### src/source/rv_settings.svh
`ifndef RV_SETTINGS_SVH
`define RV_SETTINGS_SVH

// integer data path and byte address width
`define RV_XLEN 32

// architectural integer registers, x0 included
`define RV_NUM_REGS 32

// data memory size in words
// the word index wraps at this depth
`define RV_DMEM_WORDS 256

// cycles from a new memory request to the mem_ready pulse
// any value of 1 or more works
`define RV_DMEM_LATENCY 2

`endif

### src/source/rv_isa_pkg.sv
`include "rv_settings.svh"

package rv_isa_pkg;

  // one data word on the integer data path
  typedef logic [`RV_XLEN-1:0] word_t;

  // byte address, same width as a data word
  typedef logic [`RV_XLEN-1:0] addr_t;

  // index into the integer register file
  typedef logic [$clog2(`RV_NUM_REGS)-1:0] reg_idx_t;

  // one write-enable bit per byte lane
  typedef logic [`RV_XLEN/8-1:0] strb_t;

  // load and store operations handled by the memory stage
  typedef enum logic [2:0] {
    op_lw,
    op_lh,
    op_lhu,
    op_lb,
    op_lbu,
    op_sw,
    op_sh,
    op_sb
  } mem_op_t;

endpackage

### src/source/register_file.sv
`timescale 1ns/1ps
`include "rv_settings.svh"

module register_file (
  input  var logic                  clk,
  input  var logic                  reset,
  input  var rv_isa_pkg::reg_idx_t  rf_raddr,
  input  var logic                  rf_we,
  input  var rv_isa_pkg::reg_idx_t  rf_waddr,
  input  var rv_isa_pkg::word_t     rf_wdata,
  output var rv_isa_pkg::word_t     rf_rdata
);

  rv_isa_pkg::word_t regs [`RV_NUM_REGS];

  always_ff @(posedge clk) begin
    if (reset) begin
      for (int i = 0; i < `RV_NUM_REGS; i++) begin
        regs[i] <= '0;
      end
    end else if (rf_we && rf_waddr != '0) begin
      regs[rf_waddr] <= rf_wdata;
    end
  end

  // combinational read, a write shows from the next cycle on
  // x0 is hardwired to zero
  assign rf_rdata = (rf_raddr == '0) ? '0 : regs[rf_raddr];

endmodule

### config.mk
export PLATFORM = sky130hd
export DESIGN_NAME = register_file
export DESIGN_NICKNAME = d
export VERILOG_FILES = /design/src/source/rv_isa_pkg.sv /design/src/source/register_file.sv
export VERILOG_INCLUDE_DIRS = /design/src /design/src/source
export SDC_FILE = /design/constraint.sdc
export NUM_CORES = 1
export LEC_CHECK = 0
export BUFFER_PORTS_ARGS = -buffer_cell sky130_fd_sc_hd__buf_2
export CAP_MARGIN = 20
export CORE_MARGIN = 2
export CORE_UTILIZATION = 50
export DETAILED_ROUTE_END_ITERATION = 6
export PLACE_DENSITY = 0.66
export SETUP_SLACK_MARGIN = 0.05
export SYNTH_ARGS = -nofsm -noshare
export SYNTH_HDL_FRONTEND = slang
export SYNTH_SLANG_ARGS = --single-unit
export TNS_END_PERCENT = 1
### constraint.sdc
create_clock -name clk -period 2.3 [get_ports clk]
set_input_delay 0.345 -clock clk [delete_from_list [all_inputs] [get_ports clk]]
set_output_delay 0.345 -clock clk [all_outputs]
set_load 0.005 [all_outputs]
* Word level (Yosys, flattened, before mapping) *
Memory sizes are Yosys's and may differ from the RTL's.
Index checks and enable logic that the tools add are counted.

storage, ports and cells
  memory bits (writable) = 1024
  logic and storage cells = 14
  memories kept = 1
  bits of input ports = 45
  output and inout port bits = 32
  register bits = 0

memories
  name  depth  width  rd ports  clocked after Yosys merged registers in  wr ports  line                 text
  regs  32     32     1         0                                        32        register_file.sv:14  rv_isa_pkg::word_t regs [`RV_NUM_REGS];

operators by class
  reductions and logical operators = 4
  multiplexer cells = 9

operators by type and width
  operator             number
  $mux W32             2
  $reduce_or A32 Y1    1
  $mux W1              6
  $logic_not A5 Y1     1
  $mux W5              1
  $reduce_bool A5 Y1   1
  $logic_and A1 B1 Y1  1

* Depth between registers and ports, before layout *
  word-level depth = 7
  gate-level depth with buffers = 7
  mapped depth without buffers = 4

* Least setup slack after synthesis *
OpenSTA, ideal clock, no wires.

  path type = input port to output port
  start point = in rf_raddr[0]
  end point = out rf_rdata[10]
  arrival time = 1636 ps
  path slack = 319 ps
  buffers on the path = 2
  cell stages on the path = 6
  data required time = 1955 ps
  cells stage by stage = buf_2 -> buf_4 -> mux4_2 -> nor2b_1 -> a211oi_1 -> a311oi_1

on the way
  cells in the longest elaborated chain, start to end = 2
  elaborated cells between the ends (all ways) = 3
  classes of those cells = 1 x mux; 1 x reduce/logical; 1 x memory

ends and longest elaborated chain
  what                                                        line                 text
  from (decl)                                                 register_file.sv:7   input var rv_isa_pkg::reg_idx_t rf_raddr,
  $mem_v2 Z32 W32 / $logic_not A5 Y1 (equally long branches)  n/a
  $mux W32 (*)                                                register_file.sv:28  assign rf_rdata = (rf_raddr == '0) ? '0 : regs[rf_raddr];
  to (decl)                                                   register_file.sv:11  output var rv_isa_pkg::word_t rf_rdata

Every way passes the cells marked *; elsewhere a longest branch is shown, timed or not.

* Worst setup path in the final report *
  start point = mem regs[22][23] (netlist name)
  end point = out rf_rdata[23]

on the way
  cells in the longest elaborated chain, start to end = 2

ends and longest elaborated chain
  what             line
  from (decl)      register_file.sv:14
  $mem_v2 Z32 W32  n/a
  $mux W32         register_file.sv:28

Every way passes these cells.

==> results.tsv <==
stage	metric	value	unit
synth	main combinational cell family by area after synthesis	simple AND/OR/NAND/NOR gates	
synth	Synthesis Warnings	0	
timing	Fin Setup TNS	-11.14	ns
cells_and_area	final instance area	54220	µm²
pwr	leakage power	19.20	nW
placement	Post-DP Area	50190	µm²
worst_setup_path	Crit. End Element	output port	
routing	via density per instance	5.964	
clock_tree	CTS tree	done	
routing	routed length per instance	28.41	µm
routing	DRT Wirelength	127100	µm
cells_and_area	largest registers	regs x1024	
pwr	PwrDens	784.5	nW/µm²
floorplan	Initial Utilization	50.57	%
cells_and_area	Area Growth Syn to Fin	16.80	%
synth	Synth Cell Area	46430	µm²
synth	Synth Area per Inst	15.73	µm²
floorplan	Die Wd	308.7	µm
routing	initial DRC count	2805	
floorplan	FP Rows	111	
synth	Post-Synth XOR/XNOR Area	0	%
synth	complex-gate fraction of the synthesized area	2.835	%
timing	Fmax achieved	0.3663	GHz
cells_and_area	sequential cell area	30750	µm²
synth	leading cell types by count after synthesis	1,024 x edfxtp_1, 993 x and2_1, 224 x mux4_2	
synth	distinct cell type count after synthesis	34	
timing	Hold Violations, Final	0	
clock_tree	Clock Path Buffers	3	
synth	adder-cell share of the synthesized area	0	%
pwr	worst vdd ir	578.7	µV
worst_setup_path	Worst Path Arrival	2.39	ns
outcome	failing checks	negative setup slack	
placement	Buffers on Ports	76	
job	maxcap violations	0	
timing	Final Critical Period	2.730	ns
floorplan	Die Y	308.7	µm
worst_setup_path	critical path's slowest cell	a311oi_1	
placement	RePlAce Congestion	0.9043	
cells_and_area	largest reg by FF count	regs	
worst_setup_path	CP Launch Type	register	
routing	First-pass DRT Iterations	5	
global_route	vias in the first global route	27840	
cells_and_area	Largest register FFs	1024	
synth	post-synthesis async set-or-reset flop share	0	%
floorplan	core area	91800	µm²
global_route	first-pass GRT wire length	185900	µm
timing	worst hold slack	0.2956	ns
clock_tree	clk slew on worst S/H paths	0.06	ns
cells_and_area	Final #Nets	3194	
synth	Post-Synth Simple-Gate Area	14.96	%
clock_tree	CTS buffer count	105	
synth	top post-synthesis cells by area	edfxtp_1 66%, and2_1 13%, mux4_2 11%, clkbuf_1 1.8%, mux2i_1 1.4%	
routing	ANT nets after route	0	
placement	worst slack at placement	-0.5959	ns
synth	flops & latches, synth	1024	
worst_setup_path	CP Max Fanout	1	
global_route	largest net degree at the start of global routing	43	
synth	cell taking the most area after synthesis	edfxtp_1	
synth	top-count cell post-synth	edfxtp_1	
timing	Slew @ Worst Pin	0.7081	ns
cells_and_area	area of the multi-input gates	15130	µm²
timing	Final Slew Violations	0	
synth	sequential share of the synthesized area	66.23	%
floorplan	DIE AREA	95310	µm²
cells_and_area	fill count	6958	
routing	DRC	0	
worst_setup_path	cells along the critical path	mux2i_1, a221oi_1, o21ai_1, buf_4, a311oi_1, buf_2	
synth	Post-Synthesis Cells	2951	
timing	RSZ-0062 raised after global routing	true	
timing	Rel. slew slack	52.80	%
worst_setup_path	required time worst endpoint	1.96	ns
min_path	Hold Crit Class	input port to register	
floorplan	io pins	77	
timing	period utilization	118.7	%
synth	post-synthesis mux area share	13.02	%
synth	EDFF count, synth	1024	
clock_tree	Root Driver	clkbuf_16	
global_route	grt ovf	0	
worst_setup_path	crit-path max cell delay	0.46	ns
cells_and_area	final core utilization	59.07	%
synth	Synth top area share	66.23	%
synth	predominant post-synthesis flop cell	edfxtp_1	
timing	final setup fails	32	
worst_setup_path	Setup CP Type	register to output port	
global_route	gr usage total	27.07	%
clock_tree	Clock Sinks	1024	
routing	vias	26690	
cells_and_area	share of layout cells above drive strength 1	28.36	%
clock_tree	H-tree depth	3	
global_route	initial antenna violation count	14	
outcome	outcome	complete, but fails checks	
placement	Post-DP HPWL	79520	µm
timing	final setup margin	-0.4300	ns
-- what timing repair did --
item	in CTS	in global routing
hold buffers	0	0
resized for setup	103	28
pin swaps	12	9
setup buffers	0	4
cloned	0	0
endpoints found under the setup margin	32	32
-- layout by cell type (no fill, tap or decap), drive strengths merged --
| master | synthesis | layout |
|---|---|---|
| edfxtp | 1024 | 1024 |
| and2 | 993 | 993 |
| buf | 76 | 355 |
| mux4 | 224 | 224 |
| clkbuf | 219 | 122 |
| mux2i | 64 | 64 |
| o21ai | 55 | 55 |
| clkinv | 0 | 49 |
| nor2 | 35 | 35 |
| nor2b | 34 | 34 |
| conb | 1 | 32 |
| or2 | 32 | 32 |
| a22oi | 32 | 32 |
| a211oi | 32 | 32 |
| mux2 | 32 | 32 |
| a311oi | 32 | 32 |
| a221oi | 23 | 23 |
| nand2 | 20 | 20 |
| bufinv | 0 | 12 |
| o2111ai | 9 | 9 |
| inv | 1 | 5 |
| nand3b | 3 | 3 |
| diode | 0 | 2 |
| nand2b | 2 | 2 |
| or3b | 2 | 2 |
| or4 | 1 | 1 |
| nand4b | 1 | 1 |
| nor3b | 1 | 1 |
| nand4bb | 1 | 1 |
| or3 | 1 | 1 |
| nand3 | 1 | 1 |
| clkinvlp | 0 | 1 |
-- cell families after synthesis --
logic type      count (synthesis)
simple gates                 1127
flops                        1024
mux                           320
buf+inv                       296
compound gates                183
other cells                     1
-- path summary, 6_finish.rpt --
check | start | to | cells after the start
min | reset | regs[0][7]$_SDFFCE_PN0P_ | 2
max | regs[22][23]$_SDFFCE_PN0P_ | rf_rdata[23] | 6
-- per-stage QoR --
stage	cells	total power, W
finish	4475	0.04254
global placement	4283	0.02567
CTS	4469	0.04264
floorplan	2982	0.02399
global route	4474	0.04360
detailed placement	4283	0.02578
-- area by class of cell --
cell class | count | share of cell area [%]
repair buffers | 355 | 6.313
multi-input cells | 1662 | 27.90
clock buffers | 122 | 5.003
diodes | 2 | 0.009230
inverters | 1 | 0.006922
well taps | 1243 | 2.868
flip-flops and latches | 1024 | 56.71
clock inverters | 66 | 1.193
-- worst max-delay path, delay by kind of cell (launching register included) --
family                 cells  cell delay [ns]
buffers and inverters      2             0.38
flip-flops                 1             0.32
multiplexers               1             0.08
AO/OA/AOI/OAI              3             0.93
-- power by group --
part	internal, W	total, W	switching (W)
combinational	0.00163	0.00382	0.00219
sequential	0.0215	0.0218	0.000283
clock	0.00974	0.0169	0.00717
-- per-layer routing --
metal / wire, µm / global-route usage, % / up-vias
li1: - / - / 11290
met1: 50660 / 37.34 / 13880
met2: 61060 / 43.77 / 1248
met3: 10920 / 5.269 / 253
met4: 4374 / 8.440 / 20
met5: 136 / 0 / -
No activity file was read; power rests on OpenSTA's default activity.
