**src/source/rv_settings.svh**
```systemverilog
`ifndef RV_SETTINGS_SVH
`define RV_SETTINGS_SVH

// integer data path and byte address width
`define RV_XLEN 32

// architectural integer registers, x0 included
`define RV_NUM_REGS 32

// data memory size in words
// the word index wraps at this depth
`define RV_DMEM_WORDS 256

// cycles from a new memory request to the mem_ready pulse
// any value of 1 or more works
`define RV_DMEM_LATENCY 2

`endif

```
**src/source/rv_isa_pkg.sv**
```systemverilog
`include "rv_settings.svh"

package rv_isa_pkg;

  // one data word on the integer data path
  typedef logic [`RV_XLEN-1:0] word_t;

  // byte address, same width as a data word
  typedef logic [`RV_XLEN-1:0] addr_t;

  // index into the integer register file
  typedef logic [$clog2(`RV_NUM_REGS)-1:0] reg_idx_t;

  // one write-enable bit per byte lane
  typedef logic [`RV_XLEN/8-1:0] strb_t;

  // load and store operations handled by the memory stage
  typedef enum logic [2:0] {
    op_lw,
    op_lh,
    op_lhu,
    op_lb,
    op_lbu,
    op_sw,
    op_sh,
    op_sb
  } mem_op_t;

endpackage

```
**src/source/rv_stage_pkg.sv**
```systemverilog
package rv_stage_pkg;

  // accessor control states
  // st_idle waits for a request from the executor side
  // st_wait_mem holds the memory request until mem_ready
  // st_hold_out presents the result until the fetcher side takes it
  typedef enum logic [1:0] {
    st_idle,
    st_wait_mem,
    st_hold_out
  } acc_state_t;

endpackage

```
**src/source/accessor.sv**
```systemverilog
`timescale 1ns/1ps

module accessor (
  input  var logic                  clk,
  input  var logic                  reset,
  // executor side
  input  var logic                  exec_valid,
  input  var rv_isa_pkg::mem_op_t   exec_op,
  input  var rv_isa_pkg::addr_t     exec_addr,
  input  var rv_isa_pkg::reg_idx_t  exec_rs2,
  input  var rv_isa_pkg::reg_idx_t  exec_rd,
  output var logic                  acc_ready,
  // fetcher side
  input  var logic                  fetch_ready,
  output var logic                  acc_valid,
  output var rv_isa_pkg::reg_idx_t  res_rd,
  output var rv_isa_pkg::word_t     res_data,
  output var logic                  res_trap,
  // data memory
  input  var logic                  mem_ready,
  input  var rv_isa_pkg::word_t     mem_rdata,
  output var logic                  mem_valid,
  output var rv_isa_pkg::addr_t     mem_addr,
  output var rv_isa_pkg::strb_t     mem_wstrb,
  output var rv_isa_pkg::word_t     mem_wdata,
  // register file
  input  var rv_isa_pkg::word_t     rf_rdata,
  output var rv_isa_pkg::reg_idx_t  rf_raddr,
  output var logic                  rf_we,
  output var rv_isa_pkg::reg_idx_t  rf_waddr,
  output var rv_isa_pkg::word_t     rf_wdata
);

  rv_stage_pkg::acc_state_t state;
  rv_isa_pkg::mem_op_t      op_q;
  logic [1:0]               offset_q;

  logic                     accept;
  logic                     misaligned;
  rv_isa_pkg::strb_t        store_strb;
  rv_isa_pkg::word_t        store_data;
  rv_isa_pkg::word_t        shifted;
  rv_isa_pkg::word_t        load_data;

  function automatic logic is_load(input rv_isa_pkg::mem_op_t op);
    return op inside {rv_isa_pkg::op_lw, rv_isa_pkg::op_lh, rv_isa_pkg::op_lhu,
                      rv_isa_pkg::op_lb, rv_isa_pkg::op_lbu};
  endfunction

  // acc_ready is only ever high in st_idle
  assign accept = exec_valid && acc_ready;

  // store data comes straight from the register file in the accept cycle
  assign rf_raddr = exec_rs2;

  // writeback reuses the result registers and rf_we qualifies them
  assign rf_waddr = res_rd;
  assign rf_wdata = res_data;

  always_comb begin
    unique case (exec_op)
      rv_isa_pkg::op_lw, rv_isa_pkg::op_sw: misaligned = |exec_addr[1:0];
      rv_isa_pkg::op_lh, rv_isa_pkg::op_lhu, rv_isa_pkg::op_sh: misaligned = exec_addr[0];
      default: misaligned = 1'b0;
    endcase
  end

  // store bytes go to every lane and the strobes pick the live ones
  always_comb begin
    store_strb = '0;
    store_data = '0;
    unique case (exec_op)
      rv_isa_pkg::op_sw: begin
        store_strb = 4'b1111;
        store_data = rf_rdata;
      end
      rv_isa_pkg::op_sh: begin
        store_strb = exec_addr[1] ? 4'b1100 : 4'b0011;
        store_data = {2{rf_rdata[15:0]}};
      end
      rv_isa_pkg::op_sb: begin
        store_strb = 4'b0001 << exec_addr[1:0];
        store_data = {4{rf_rdata[7:0]}};
      end
      default: ;
    endcase
  end

  // bring the addressed lane down to bit 0 and then extend
  assign shifted = mem_rdata >> {offset_q, 3'b000};

  always_comb begin
    unique case (op_q)
      rv_isa_pkg::op_lw:  load_data = shifted;
      rv_isa_pkg::op_lh:  load_data = rv_isa_pkg::word_t'($signed(shifted[15:0]));
      rv_isa_pkg::op_lhu: load_data = rv_isa_pkg::word_t'(shifted[15:0]);
      rv_isa_pkg::op_lb:  load_data = rv_isa_pkg::word_t'($signed(shifted[7:0]));
      rv_isa_pkg::op_lbu: load_data = rv_isa_pkg::word_t'(shifted[7:0]);
      // stores report zero
      default:            load_data = '0;
    endcase
  end

  always_ff @(posedge clk) begin
    if (reset) begin
      state     <= rv_stage_pkg::st_idle;
      acc_ready <= 1'b0;
      acc_valid <= 1'b0;
      mem_valid <= 1'b0;
      rf_we     <= 1'b0;
    end else begin
      // writeback is a single-cycle pulse
      rf_we <= 1'b0;
      unique case (state)
        rv_stage_pkg::st_idle: begin
          if (accept) begin
            acc_ready <= 1'b0;
            if (misaligned) begin
              // no memory access and the trap is reported right away
              acc_valid <= 1'b1;
              state     <= rv_stage_pkg::st_hold_out;
            end else begin
              mem_valid <= 1'b1;
              state     <= rv_stage_pkg::st_wait_mem;
            end
          end else begin
            acc_ready <= 1'b1;
          end
        end
        rv_stage_pkg::st_wait_mem: begin
          if (mem_ready) begin
            mem_valid <= 1'b0;
            acc_valid <= 1'b1;
            // x0 is never written
            rf_we     <= is_load(op_q) && (res_rd != '0);
            state     <= rv_stage_pkg::st_hold_out;
          end
        end
        rv_stage_pkg::st_hold_out: begin
          if (fetch_ready) begin
            acc_valid <= 1'b0;
            acc_ready <= 1'b1;
            state     <= rv_stage_pkg::st_idle;
          end
        end
        default: state <= rv_stage_pkg::st_idle;
      endcase
    end
  end

  always_ff @(posedge clk) begin
    if (accept) begin
      op_q      <= exec_op;
      offset_q  <= exec_addr[1:0];
      res_rd    <= exec_rd;
      res_trap  <= misaligned;
      res_data  <= '0;
      mem_addr  <= exec_addr & ~rv_isa_pkg::addr_t'(2'b11);
      mem_wstrb <= store_strb;
      mem_wdata <= store_data;
    end else if (state == rv_stage_pkg::st_wait_mem && mem_ready) begin
      res_data <= load_data;
    end
  end

endmodule

```
**config.mk**
```make
export PLATFORM = sky130hd
export DESIGN_NAME = accessor
export DESIGN_NICKNAME = d
export VERILOG_FILES = /design/src/source/rv_isa_pkg.sv /design/src/source/rv_stage_pkg.sv /design/src/source/accessor.sv
export VERILOG_INCLUDE_DIRS = /design/src /design/src/source
export SDC_FILE = /design/constraint.sdc
export NUM_CORES = 1
export LEC_CHECK = 0
export ABC_AREA = 1
export BUFFER_PORTS_ARGS = -buffer_cell sky130_fd_sc_hd__buf_2
export CAP_MARGIN = 20
export CORE_MARGIN = 1
export CORE_UTILIZATION = 45
export DETAILED_ROUTE_END_ITERATION = 10
export PLACE_DENSITY_LB_ADDON = 0.25
export SYNTH_ARGS = -nofsm -noshare
export SYNTH_HDL_FRONTEND = slang
export SYNTH_SLANG_ARGS = --single-unit
```
**constraint.sdc**
```tcl
create_clock -name clk -period 6.9 [get_ports clk]
set_input_delay 1.035 -clock clk [delete_from_list [all_inputs] [get_ports clk]]
set_output_delay 1.035 -clock clk [all_outputs]
set_load 0.01 [all_outputs]
```
Word-level counts from Yosys, hierarchy flattened
Cells that the tools add are included.
W data, S select, Z words.
- equality and inequality tests: 16
- shift operators: 2
- muxes and demuxes: 22
- bitwise operators: 2
- reduce and logical (&&, ||, !) cells: 19
- operators with widths (cell ; count):
    $pmux W32 S5 ; 1
    $pmux W32 S3 ; 1
    $shr A32 B5 Y32 ; 1
    $eq A3 B3 Y1 const B ; 4
    $pmux W4 S3 ; 1
    $ne A2 B2 Y1 const B ; 5
    $reduce_bool A5 Y1 ; 2
    $eq A3 B2 Y1 const B ; 3
    $mux W1 ; 9
    $mux W2 ; 4
    $eq A3 B1 Y1 const B ; 2
    $logic_not A3 Y1 ; 2
    $pmux W1 S2 ; 3
    $pmux W2 S3 ; 1
    $reduce_or A3 Y1 ; 2
    $reduce_and A5 Y1 ; 1
    $mux W4 ; 1
    $reduce_and A4 Y1 ; 1
    $reduce_bool A2 Y1 ; 2
    $reduce_or A2 Y1 ; 2
    $shl A1 B2 Y4 const A ; 1
    $logic_and A1 B1 Y1 ; 3
    $pmux W1 S3 ; 1
    $reduce_and A3 Y1 ; 1
    other kinds (6) ; 7
- bits in registers: 115
- input port bits: 114
- output and inout port bits: 152
- logic and storage cells: 74

Longest topological paths before layout
- depth in word-level cells: 6
- mapped depth: 10
- gate-level depth less buffers: 10

Least setup slack after synthesis
No wires, ideal clock.
- path type: input-to-reg
- start point: input exec_valid
- end point: register mem_addr[10] (enable)
- setup time: 0.480 ns
- arrival time: 3.671 ns
- data required time: 6.420 ns
- slack: 2.749 ns
- stages on the path: 3
- buffers on the path: 1
- cell sequence: nand2_1 inv_1 buf_1
- cells in the longest elaborated chain, start to end: 1
- RTL lines (item ; line ; text):
    start: declaration ; accessor.sv:7 ; input var logic exec_valid,
    $logic_and A1 B1 Y1 ; accessor.sv:51 ; assign accept = exec_valid && acc_ready;
    net accept ; accessor.sv:38 ; logic accept;
    end signal: assignment ; accessor.sv:158 ; mem_addr <= exec_addr & ~rv_isa_pkg::addr_t'(2'b11);
    end: declaration ; accessor.sv:23 ; output var rv_isa_pkg::addr_t mem_addr,
The timed path passes the listed nets, and every way through them passes these cells.
A chain may end at the register's enable or synchronous reset.

Final worst setup path
- start point: register offset_q[0]
- end point: register res_data[18]
- cells in the longest elaborated chain, start to end: 2
- RTL lines (item ; line ; text):
    start: declaration ; accessor.sv:36 ; logic [1:0] offset_q;
    start signal: assignment ; accessor.sv:154 ; offset_q <= exec_addr[1:0];
    $shr A32 B5 Y32 ; accessor.sv:90 ; assign shifted = mem_rdata >> {offset_q, 3'b000};
    $pmux W32 S5 ; accessor.sv:93 ; unique case (op_q)
    end signal: assignment ; accessor.sv:162 ; res_data <= load_data;
    end: declaration ; accessor.sv:17 ; output var rv_isa_pkg::word_t res_data,
No other way between the ends.

==> results_dict.tcl <==
set metrics [dict create \
    clockBufferDepth 2 \
    cts_hold_buffers 0 \
    setup_viol 0 \
    end_kind "flop" \
    min_period_ns 2.46 \
    ir_drop_mv 0.169 \
    cts_root_buf "clkbuf_16" \
    worstHoldStart "mem_valid" \
    crit-reg2reg-capture "res_data[18]" \
    n_antenna_cell 0 \
    ios 266 \
    drive_gt1_share_pct 39.7 \
    leakage_nw 3.43 \
    start_util_pct 46.8 \
    cts_resized 0 \
    first_iter_violations 339 \
    ff_latch_area_mm2 0.00307 \
    hold_violations 0 \
    outcome "finished, violations left" \
    yosysUniqueCellTypes 32 \
    htreeDepth 4 \
    min_to "mem_valid" \
    dieArea_mm2 0.0125 \
    grt_util_all_layers_pct 22.8 \
    core_area_mm2 0.0116 \
    p_per_area_mw_per_mm2 354 \
    grt.overflow.total 0 \
    cts_sinks 115 \
    critical-path-top-delay-family "simple AND/OR/NAND/NOR gates" \
    gp_congestion 0.868 \
    grt_setup_unrepaired "false" \
    max_freq_ghz 0.407 \
    wl_mm 13.9 \
    clk_latency_ns 0.41 \
    ys_ff_latch 115 \
    maxCapViolations 0 \
    synthCells 573 \
    post_cts_buffers 0 \
    reg2reg_from "offset_q[0]" \
    fp.dieH_um 112 \
    max_slew_margin_pct 30.8 \
    yosysTopAreaCell "edfxtp_1" \
    yosys_warnings 0 \
    reg2reg_slack_ns 4.44 \
    post-route-period-util_pct 35.6 \
    clk_pin_slew_worst_paths_ns 0.05 \
    grt_pass1_vias 4549 \
    yosysTopAreaCellShare_pct 42.8 \
    violations "DRC" \
    r2r_cells 7 \
    post-route-cell-area_mm2 0.00701 \
    dp_slack_ns 4.09 \
    drc_errors 13 \
    hold_depth 2 \
    worstSetupPathType "flop to flop" \
    worst_ep_required_time_ns 7.24 \
    place_area_mm2 0.00641 \
    setup_ws_ns 4.44 \
    viasPerCell 5.01 \
    setup_tns_ns 0 \
    arrival_ns 2.79 \
    nFillCells 1030 \
    antenna_found_initial 0 \
    netlist_area_mm2 0.00541 \
    rows 39 \
    skew_ns 0.00703 \
    p_total_mw 2.48 \
    grt_pass1_wl_mm 21.7 \
    worst_path_largest_cell_delay_ns 0.80 \
    areaGrowthSynthToFinish_pct 29.6 \
    cp_max_fo 37 \
    cts_tree "done" \
    seq_area_frac_synth_pct 56.8 \
    fin_nets 898 \
    numCtsBuffers 17 \
    slew_violations 0 \
    hp-class "flop to flop" \
    grt_max_degree 65 \
    avgSynthCellArea_um2 9.44 \
    multi_input_area_mm2 0.00175 \
    fin_util_pct 60.6 \
    final_antenna_net_count 0 \
    cpMaxStageDelayCell "edfxtp_1" \
    io_buffers 253 \
    synthTopCellsByArea "edfxtp_1 (43%), dfxtp_1 (14%), nand2_1 (14%)" \
    place_hpwl_mm 10.2 \
    critPathLaunchType "flop" \
    drt_pre_antenna_iters 8 \
    dieWidth_um 112 \
    detail_route.wl_per_cell_um 14.9 \
    crit_path_cell_trace "inv_6 -> nand2_1 -> nand3_2 -> nand3_2 -> nand3_1 -> nand2_1 -> a21oi_1" \
    critPathBufInv 1 \
    tightest_slew_ns 1.04 \
    vias 4694 \
]
[placed cells by master (no fill, tap or decap), types with 10 or more instances in the layout]
| master | instances |
|---|---|
| nor2_1 | 18 |
| a21oi_1 | 27 |
| nand2_1 | 202 |
| buf_2 | 253 |
| edfxtp_1 | 77 |
| nand3_1 | 33 |
| dfxtp_1 | 38 |
| clkbuf_16 | 17 |
| a21oi_2 | 10 |
| nand3_2 | 14 |
| inv_1 | 27 |
| o21ai_0 | 21 |
[state kept, by name (all words and copies together) (netlist names)]
register   cells
res_trap       1
state          2
mem_valid      1
mem_addr      30
mem_wdata     32
offset_q       2
res_rd         5
rf_we          1
mem_wstrb      4
acc_valid      1
acc_ready      1
op_q           3
res_data      32
[worst min-delay path, stage by stage (launching register included)]
cell     delay (ns)
dfxtp_1        0.31
inv_1          0.05
a21oi_1        0.05
[metrics by stage]
step	hold WS, ns	cells
final	0.460	937
after global routing	0.472	937
after CTS	0.456	937
after detailed placement	0.447	905
after global placement	0.437	905
after floorplan	0.465	574
[cell families after synthesis]
group	synth area share (%)
compound gates	9.81
fa+ha+maj	0.694
buf+inv	10.9
flops	56.8
other cells	0.0693
simple gates	21.7
[layout make-up]
cell class / instances / area share, %
Sequential cell: 115 / 43.9
Multi-Input combinational cell: 361 / 24.9
Timing Repair Buffer: 255 / 18.3
Clock buffer: 20 / 6.23
Tap cell: 143 / 2.55
Clock inverter: 12 / 2.32
Inverter: 31 / 1.80
[power by group]
group / internal [mW] / leakage, nW / total (mW) / switching (mW)
combinational: 0.227 / 2.11 / 0.616 / 0.389
sequential: 0.894 / 1.03 / 0.971 / 0.0767
clock: 0.597 / 0.292 / 0.892 / 0.295
[synth_stat cells (all sizes together)]
master and instances:
a21oi 37, nand4 1, nand3 47, ha 3, a31oi 7, o311ai 3
nor2 22, a211oi 1, nand2 202, buf 61, clkbuf 6, conb 1
o21ai 22, nor3 1, edfxtp 77, dfxtp 38, o211ai 5, a22oi 8
inv 31
[per-layer routing]
layer  part of all wire, %  wire length [um]  GRT usage [%]  vias up
li1                      -                 -              -     2296
met1                    40              5610           26.1     2168
met2                    49              6820           38.1      206
met3                   8.6              1200           8.06       24
met4                   2.2               302           10.4        0
met5                     0                 0              0        -
[worst max path at each step]
| stage | from | endpoint | depth (start not counted) |
|---|---|---|---|
| floorplan | exec_valid | mem_addr[10] | 3 |
| global placement | exec_valid | mem_wstrb[0] | 4 |
| detailed placement | exec_valid | mem_wstrb[1] | 4 |
| CTS | offset_q[0] | res_data[16] | 7 |
| global route | offset_q[0] | res_data[18] | 7 |
| finish | offset_q[0] | res_data[18] | 7 |
Power figures use the tool's default switching activity.
